==> config.mk <==
export PLATFORM = sky130hd
export DESIGN_NAME = tt_um_idann
export DESIGN_NICKNAME = d
export VERILOG_FILES = /design/src/logic/nn_pkg.sv /design/src/logic/nn_control.sv /design/src/logic/hidden_neuron.sv /design/src/logic/output_neuron.sv /design/src/logic/tt_um_idann.sv
export SDC_FILE = /design/constraint.sdc
export NUM_CORES = 1
export LEC_CHECK = 0
export ABC_AREA = 1
export BUFFER_PORTS_ARGS = -buffer_cell sky130_fd_sc_hd__buf_2
export CORE_AREA = 4 4 111 113
export CTS_CLUSTER_SIZE = 14
export DETAILED_ROUTE_END_ITERATION = 8
export DIE_AREA = 0 0 115 117
export SETUP_SLACK_MARGIN = 0.05
export SLEW_MARGIN = 20
export SYNTH_ARGS = -nofsm -noshare
export SYNTH_HDL_FRONTEND = slang
export SYNTH_SLANG_ARGS = --single-unit
export TNS_END_PERCENT = 100
==> constraint.sdc <==
create_clock -name clk_i -period 4.6 [get_ports clk_i]
set_input_delay 0.46 -clock clk_i [delete_from_list [all_inputs] [get_ports clk_i]]
set_output_delay 0.46 -clock clk_i [all_outputs]
set_load 0.02 [all_outputs]
==> src/logic/nn_pkg.sv <==
`default_nettype none

package nn_pkg;

  // network shape, eight hidden neurons fed by four input features
  localparam int N_HIDDEN    = 8;
  localparam int SAMPLE_BITS = 4;  // one feature per input bit
  localparam int WEIGHT_BITS = 4;  // weights run 1 to 8, so 4 bits are enough
  localparam int HIDDEN_BITS = 10; // largest hidden sum is 26 but the slot is 10 wide
  localparam int RESULT_BITS = 10; // largest output is 776, fits in 10 bits
  localparam int STEP_BITS   = 3;  // counts the eight output steps

  typedef logic [SAMPLE_BITS-1:0]            sample_t;     // the latched input sample
  typedef logic [WEIGHT_BITS-1:0]            weight_t;     // unsigned fixed weight
  typedef logic [HIDDEN_BITS-1:0]            hidden_t;     // one hidden neuron value
  typedef logic [N_HIDDEN*HIDDEN_BITS-1:0]   hidden_bus_t; // neuron 0 sits in the low bits
  typedef logic [RESULT_BITS-1:0]            result_t;     // the network output
  typedef logic [STEP_BITS-1:0]              step_t;       // output step index 0 to 7

  // controller states, the encoding is shown on the tile pins so it stays fixed
  typedef enum logic [2:0] {
    IDLE   = 3'd0, // waiting for a start edge
    HIDDEN = 3'd1, // one cycle where all hidden neurons load
    OUTPUT = 3'd2, // eight cycles of serial multiply-accumulate
    DONE   = 3'd3  // result valid and held
  } nn_state_e;

  // hidden layer weights, row i belongs to hidden neuron i
  // entry k of a row multiplies sample bit k
  localparam weight_t HIDDEN_W [N_HIDDEN][SAMPLE_BITS] = '{
    '{4'd1, 4'd2, 4'd3, 4'd4},
    '{4'd2, 4'd3, 4'd4, 4'd1},
    '{4'd3, 4'd4, 4'd1, 4'd2},
    '{4'd4, 4'd3, 4'd1, 4'd2},
    '{4'd5, 4'd6, 4'd7, 4'd8},
    '{4'd6, 4'd7, 4'd8, 4'd5},
    '{4'd7, 4'd8, 4'd5, 4'd6},
    '{4'd8, 4'd5, 4'd6, 4'd7}
  };

  // output layer weights, entry j multiplies hidden neuron j
  localparam weight_t OUTPUT_W [N_HIDDEN] = '{
    4'd1, 4'd2, 4'd3, 4'd4, 4'd5, 4'd6, 4'd7, 4'd8
  };

endpackage

`default_nettype wire

==> src/logic/nn_control.sv <==
`timescale 1ns/1ps
`default_nettype none

module nn_control (
  input  wire                clk_i,
  input  wire                rst_n_i,
  input  wire                start_i,     // level from the start pin, only its rising edge counts
  input  nn_pkg::sample_t    sample_i,    // live sample pins
  output nn_pkg::sample_t    sample_o,    // sample held for the whole run
  output logic               hidden_en_o, // hidden neurons load on this pulse
  output logic               clear_o,     // zeroes the output accumulator
  output logic               acc_en_o,    // high for the eight output steps
  output logic               last_o,      // marks the final output step
  output nn_pkg::step_t      step_o,      // which hidden value the output neuron takes
  output nn_pkg::nn_state_e  state_o,
  output logic               done_o,
  output logic               busy_o
);

  // the final step index, one less than the number of hidden neurons
  localparam nn_pkg::step_t LAST_STEP = nn_pkg::step_t'(nn_pkg::N_HIDDEN - 1);

  nn_pkg::nn_state_e state_q;
  nn_pkg::nn_state_e state_d;
  nn_pkg::sample_t   sample_q;
  nn_pkg::step_t     step_q;
  logic              start_q;      // start pin as seen one edge earlier
  logic              start_edge;   // start high now and low at the previous edge
  logic              start_accept; // an edge that actually begins a run
  logic              in_output;

  assign start_edge   = start_i & ~start_q;
  assign start_accept = start_edge &&
                        ((state_q == nn_pkg::IDLE) || (state_q == nn_pkg::DONE));
  assign in_output    = (state_q == nn_pkg::OUTPUT);

  // a start during HIDDEN or OUTPUT is simply not looked at
  always_comb begin
    state_d = state_q;
    case (state_q)
      nn_pkg::IDLE,
      nn_pkg::DONE: begin
        if (start_accept) begin
          state_d = nn_pkg::HIDDEN; // a new run may begin from either resting state
        end
      end
      nn_pkg::HIDDEN: begin
        state_d = nn_pkg::OUTPUT;   // the hidden layer needs a single cycle
      end
      nn_pkg::OUTPUT: begin
        if (step_q == LAST_STEP) begin
          state_d = nn_pkg::DONE;   // last product goes in on this edge
        end
      end
      default: begin
        state_d = nn_pkg::IDLE;     // unused encodings fall back to idle
      end
    endcase
  end

  always_ff @(posedge clk_i or negedge rst_n_i) begin
    if (!rst_n_i) begin
      state_q <= nn_pkg::IDLE;
      start_q <= 1'b0; // a start held through reset gives an edge right after it
    end else begin
      state_q <= state_d;
      start_q <= start_i;
    end
  end

  // step counter runs only in OUTPUT and is parked at zero by the hidden cycle
  always_ff @(posedge clk_i or negedge rst_n_i) begin
    if (!rst_n_i) begin
      step_q <= '0;
    end else if (state_q == nn_pkg::HIDDEN) begin
      step_q <= '0;
    end else if (in_output) begin
      step_q <= step_q + 1'b1; // wraps to zero after the last step
    end
  end

  // the sample is captured on the accepting edge and held until the next run
  always_ff @(posedge clk_i) begin
    if (start_accept) begin
      sample_q <= sample_i;
    end
  end

  assign sample_o    = sample_q;
  assign hidden_en_o = (state_q == nn_pkg::HIDDEN);
  assign clear_o     = (state_q == nn_pkg::HIDDEN); // same pulse, accumulator restarts here
  assign acc_en_o    = in_output;
  assign last_o      = in_output && (step_q == LAST_STEP);
  assign step_o      = step_q;
  assign state_o     = state_q;

  // done and busy are plain decodes of the state
  assign done_o = (state_q == nn_pkg::DONE);
  assign busy_o = (state_q == nn_pkg::HIDDEN) || in_output;

endmodule

`default_nettype wire

==> src/logic/hidden_neuron.sv <==
`timescale 1ns/1ps
`default_nettype none

module hidden_neuron #(
  parameter int NEURON_IDX = 0 // picks this neuron's row of the weight table
) (
  input  wire              clk_i,
  input  wire              rst_n_i,
  input  wire              en_i,     // load pulse from the controller
  input  nn_pkg::sample_t  sample_i, // latched sample, one feature per bit
  output nn_pkg::hidden_t  hidden_o
);

  nn_pkg::hidden_t sum;      // weighted sum of the set input bits
  nn_pkg::hidden_t hidden_q;

  // each set sample bit adds its weight, a cleared bit adds nothing
  // with binary inputs this is the whole dot product
  always_comb begin
    sum = '0;
    for (int k = 0; k < nn_pkg::SAMPLE_BITS; k++) begin
      if (sample_i[k]) begin
        sum = sum + nn_pkg::hidden_t'(nn_pkg::HIDDEN_W[NEURON_IDX][k]);
      end
    end
  end

  // the value is loaded once per run and held while the output layer reads it
  always_ff @(posedge clk_i or negedge rst_n_i) begin
    if (!rst_n_i) begin
      hidden_q <= '0;
    end else if (en_i) begin
      hidden_q <= sum;
    end
  end

  assign hidden_o = hidden_q;

endmodule

`default_nettype wire

==> src/logic/output_neuron.sv <==
`timescale 1ns/1ps
`default_nettype none

module output_neuron #(
  parameter nn_pkg::result_t CLASS_THRESHOLD = 10'd300 // class bit is set at or above this
) (
  input  wire                 clk_i,
  input  wire                 rst_n_i,
  input  wire                 clear_i,  // starts a fresh sum
  input  wire                 acc_en_i, // one product per cycle while high
  input  wire                 last_i,   // this cycle carries the final product
  input  nn_pkg::step_t       step_i,   // which hidden neuron is taken this cycle
  input  nn_pkg::hidden_bus_t hidden_i, // all eight hidden values side by side
  output nn_pkg::result_t     result_o,
  output logic                class_o
);

  nn_pkg::hidden_t hidden_sel; // hidden value picked by the step index
  nn_pkg::weight_t weight_sel; // its output weight
  nn_pkg::result_t product;
  nn_pkg::result_t sum_next;   // accumulator including this cycle's product
  nn_pkg::result_t acc_q;
  nn_pkg::result_t result_q;
  logic            class_q;

  // slice out the hidden value for this step, neuron 0 is in the low bits
  assign hidden_sel = hidden_i[step_i*nn_pkg::HIDDEN_BITS +: nn_pkg::HIDDEN_BITS];
  assign weight_sel = nn_pkg::OUTPUT_W[step_i];

  // largest product is 26 times 8, so the result width never overflows
  assign product  = nn_pkg::result_t'(hidden_sel) * nn_pkg::result_t'(weight_sel);
  assign sum_next = acc_q + product;

  // serial multiply-accumulate, one hidden neuron per cycle
  always_ff @(posedge clk_i or negedge rst_n_i) begin
    if (!rst_n_i) begin
      acc_q <= '0;
    end else if (clear_i) begin
      acc_q <= '0;       // the hidden cycle comes right before the first step
    end else if (acc_en_i) begin
      acc_q <= sum_next;
    end
  end

  // the end of the sum is flagged by last_i, the step number is not decoded here
  // result and class then hold through DONE and the whole next run
  always_ff @(posedge clk_i or negedge rst_n_i) begin
    if (!rst_n_i) begin
      result_q <= '0;
      class_q  <= 1'b0;
    end else if (last_i) begin
      result_q <= sum_next;                      // includes the final product
      class_q  <= (sum_next >= CLASS_THRESHOLD); // compare the same completed sum
    end
  end

  assign result_o = result_q;
  assign class_o  = class_q;

endmodule

`default_nettype wire

==> src/logic/tt_um_idann.sv <==
`timescale 1ns/1ps
`default_nettype none

module tt_um_idann #(
  parameter nn_pkg::result_t CLASS_THRESHOLD = 10'd300 // passed on to the output neuron
) (
  input  wire       clk_i,
  input  wire       rst_n_i,
  input  wire       ena_i,     // high whenever the tile is powered, not needed here
  input  wire [7:0] ui_in_i,   // bits 3:0 are the sample, bit 7 is start
  input  wire [7:0] uio_in_i,  // bidirectional pins are all outputs
  output wire [7:0] uo_out_o,  // low byte of the result
  output wire [7:0] uio_out_o, // result high bits, flags and state
  output wire [7:0] uio_oe_o
);

  nn_pkg::sample_t     sample;     // sample as latched by the controller
  nn_pkg::hidden_bus_t hidden_bus; // every hidden neuron output, neuron 0 lowest
  nn_pkg::step_t       step;
  nn_pkg::nn_state_e   state;
  nn_pkg::result_t     result;
  logic                hidden_en;
  logic                clear;
  logic                acc_en;
  logic                last;
  logic                class_bit;
  logic                done;
  logic                busy;
  logic                unused;

  // enable, the bidirectional inputs and the spare input pins go nowhere
  assign unused = &{1'b0, ena_i, uio_in_i, ui_in_i[6:4]};

  nn_control i_control (
    .clk_i       (clk_i),
    .rst_n_i     (rst_n_i),
    .start_i     (ui_in_i[7]),
    .sample_i    (ui_in_i[3:0]),
    .sample_o    (sample),
    .hidden_en_o (hidden_en),
    .clear_o     (clear),
    .acc_en_o    (acc_en),
    .last_o      (last),
    .step_o      (step),
    .state_o     (state),
    .done_o      (done),
    .busy_o      (busy)
  );

  // eight hidden neurons share the sample and the load pulse, only the weights differ
  for (genvar i = 0; i < nn_pkg::N_HIDDEN; i++) begin : g_hidden
    hidden_neuron #(
      .NEURON_IDX (i)
    ) i_hidden (
      .clk_i    (clk_i),
      .rst_n_i  (rst_n_i),
      .en_i     (hidden_en),
      .sample_i (sample),
      .hidden_o (hidden_bus[i*nn_pkg::HIDDEN_BITS +: nn_pkg::HIDDEN_BITS])
    );
  end

  output_neuron #(
    .CLASS_THRESHOLD (CLASS_THRESHOLD)
  ) i_output (
    .clk_i    (clk_i),
    .rst_n_i  (rst_n_i),
    .clear_i  (clear),
    .acc_en_i (acc_en),
    .last_i   (last),
    .step_i   (step),
    .hidden_i (hidden_bus),
    .result_o (result),
    .class_o  (class_bit)
  );

  // the 10-bit result is split over the dedicated outputs and the low uio pins
  assign uo_out_o       = result[7:0];
  assign uio_out_o[1:0] = result[9:8];
  assign uio_out_o[2]   = class_bit;
  assign uio_out_o[3]   = done;
  assign uio_out_o[4]   = busy;
  assign uio_out_o[7:5] = state;    // controller state for debug on the pins
  assign uio_oe_o       = 8'hff;    // every uio pin drives

endmodule

`default_nettype wire

==> run_results.csv <==
group,metric,value,unit
worst_setup_path,critical_path_class,"reg -> reg",
pwr,finalPower,3.88,mW
logic_synthesis,synth_seq_area_share,37.3,%
timing,min_period,4210,ps
timing,min_period_over_period,91.6,%
clock_network,cts_max_path_buffers,2,
place,place_area,4600,um2
logic_synthesis,ys.warnings.count,0,
grt,grt_usage,16.7,%
worst_setup_path,critPathSlowestCell,"fa_1",
route,routed-via-count,3487,
worst_setup_path,timing.critical_path.cells,"buf_4 -> ha_1 -> o21ai_1 -> inv_1 -> nor2_1 -> fa_1 -> fa_1 -> inv_1 -> fa_1 -> inv_1 -> ha_1 -> nand2_1 -> nand2_1 -> a21oi_1 -> nand3b_1 -> nand2_1 -> nor2_1 -> nand2_1 -> nand2_1",
logic_synthesis,ys.flop_type,"dfrtp_1",
timing,hold_viol_final,0,
floorplanning,rows,39,
floorplanning,die_w,115,um
logic_synthesis,synth_top_cell_by_area,"dfrtp_1",
worst_setup_path,reg2reg_depth,19,
grt,grt_pass1_vias,3631,
logic_synthesis,synthesis.instances,546,
hold_path,hold_path.class,"in -> reg",
timing,clock.fmax,0.237,GHz
run_status,status,"finished, final reports clean",
logic_synthesis,async_flop_share,93.8,%
grt,grt_pass1_wl,17500,um
logic_synthesis,syn_area,4420,um2
finish,antennaDiodeCount,0,
worst_setup_path,crit_fanout,15,
floorplanning,design.core.area,11300,um2
timing,rsz0062_at_grt,"false",
clock_network,clkSinkCount,65,
finish,final_cell_area,4920,um2
pwr,powerDensity,789,nW/um2
finish,fin_nets,640,
logic_synthesis,synth_area_leaders,"dfrtp_1, ha_1, nand2_1, fa_1, inv_1",
timing,fin_skew,6.63,ps
timing,setup_violations,0,
finish,drive_above_1_share,9.14,%
logic_synthesis,avgSynthCellArea,8.09,um2
worst_setup_path,critPathMostFrequentCell,"nand2_1",
worst_setup_path,cp-end-kind,"flip-flop",
grt,gr-total-overflow,0,
logic_synthesis,ys_seq_elements,65,
grt,antenna_found_initial,0,
timing,hold_slack,247,ps
timing,slew_headroom,45.5,%
logic_synthesis,synth_edf_count,4,
worst_setup_path,crit_required,4830,ps
route,drc_errors,0,
route,viasPerCell,4.90,
clock_network,hold_buffers,0,
logic_synthesis,synth.distinct_cells,32,
clock_network,cts_made_buffers,9,
finish,utilization,43.5,%
floorplanning,die_h,117,um
finish,area_growth,11.4,%
route,wl_per_cell,14.3,um
worst_setup_path,cp.arrival,4440,ps
clock_network,ctsResizeCount,0,
route,routed_wl,10100,um
route,firstDrtPassIters,4,
timing,tightest_slew,818,ps
logic_synthesis,synth.most_common_cell,"nand2_1",
pwr,vdd_drop_max,0.488,mV
clock_network,htree_levels,3,
clock_network,cts_tree,"yes",
worst_setup_path,cp_slowest_stage_delay,540,ps
clock_network,clk_latency,340,ps
clock_network,clkTransAtPathRegs,60,ps
timing,setup_tns,0,ps
job,drv_cap,0,
floorplanning,pin_count,43,
grt,grt_max_degree,62,
floorplanning,start_util,39.0,%
hold_path,min_path_cells,1,
worst_setup_path,startpoint_type,"flip-flop",
place,dpl.hpwl,7610,um
route,drtIter0Drc,165,
place,io_buffers,21,
route,ant_nets,0,
clock_network,cts_root_buffer,"clkbuf_16",
place,gp_congestion,0.851,
clock_network,postCtsSetupRepairBufs,0,
logic_synthesis,synth_top_area_share,34.5,%
floorplanning,die-area,13500,um2
timing,slew_violations,0,
logic_synthesis,synth_common_cells,"nand2_1, inv_1, dfrtp_1",
pwr,p_leak,2.57,nW
-- flip-flops by register name, indices dropped and copies added (netlist names) --
| register | count |
|---|---|
| g_hidden.i_hidden.hidden_o | 34 |
| i_output.acc_q | 10 |
| i_output.result_o | 10 |
| i_control.sample_o | 4 |
| i_control.step_o | 3 |
| i_control.state_o | 2 |
| i_control.start_q | 1 |
| i_output.class_o | 1 |
-- per-stage QoR --
| step | cells | worst slack (ps) |
|---|---|---|
| 2_1_floorplan | 553 | 827 |
| 5_1_grt | 712 | 80.1 |
| 6_report | 712 | 387 |
| 3_5_place_dp | 696 | 364 |
| 3_3_place_gp | 696 | 453 |
| 4_1_cts | 712 | 367 |
-- worst max-delay path: cells and delay by family, from the launching register on --
family	cells	cell delay (ps)
AOI/OAI and AO/OA	2	390
buffers and inverters	4	440
and+or+nand+nor	8	780
DFF	1	440
adders and majority gates	5	2040
-- per-layer routing --
| metal | global-route usage (%) | vias to the layer above | routed length [um] |
|---|---|---|---|
| met3 | 4.83 | 18 | 373 |
| met2 | 27.2 | 63 | 4810 |
| li1 | - | 1755 | - |
| met5 | 0 | - | 0 |
| met1 | 21.3 | 1651 | 4730 |
| met4 | 6.34 | 0 | 232 |
-- path summary, 6_finish.rpt --
path	from	endpoint	slack, ps
setup / recovery	i_control.step_o[0]	i_output.class_o	390
min in group asynchronous	rst_n_i	i_control.state_o[0]	290
hold reg to reg	i_output.result_o[3]	i_output.result_o[3]	480
hold / removal	ui_in_i[7]	i_control.start_q	250
max in group asynchronous	rst_n_i	g_hidden[1].i_hidden.hidden_o[0]	3770
setup reg to reg	i_control.step_o[0]	i_output.class_o	390
-- where the power goes --
group,total (mW),internal [mW],switching (mW)
clock network,0.716,0.455,0.261
registers,0.895,0.777,0.117
logic,2.27,0.777,1.49
total,3.88,2.01,1.87
-- cells in the final DEF (no fill, tap or decap), types with 3 or more instances in the layout --
cell,netlist,routed
clkbuf_16,0,10
nand2_1,122,122
conb_1,2,9
o211ai_1,11,11
a21oi_1,23,23
buf_4,13,5
dfrtp_1,61,61
o21ai_0,23,23
ha_1,40,39
nand3_1,26,26
nor2_1,37,37
fa_1,17,17
o21ai_1,23,23
inv_2,9,8
buf_2,8,21
o22ai_1,11,11
inv_1,90,90
edfxtp_1,4,4
a22oi_1,3,3
-- cell families after synthesis --
group / Yosys count / synth area share, %
DFF: 65 / 37.3
buffers and inverters: 125 / 12.1
xor gates and xnor gates: 4 / 0.793
other: 2 / 0.170
adders and majority gates: 57 / 19.0
AOI/OAI and AO/OA: 103 / 13.4
and+or+nand+nor: 190 / 17.2
-- area by class of cell --
type / count / area, um2
Timing Repair Buffer: 26 / 143
Sequential cell: 65 / 1650
Clock inverter: 5 / 60.1
Inverter: 99 / 374
Multi-Input combinational cell: 363 / 2270
Clock buffer: 11 / 254
Fill cell: 1144 / 6400
Tap cell: 143 / 179
(Power assumes the default switching activity.)
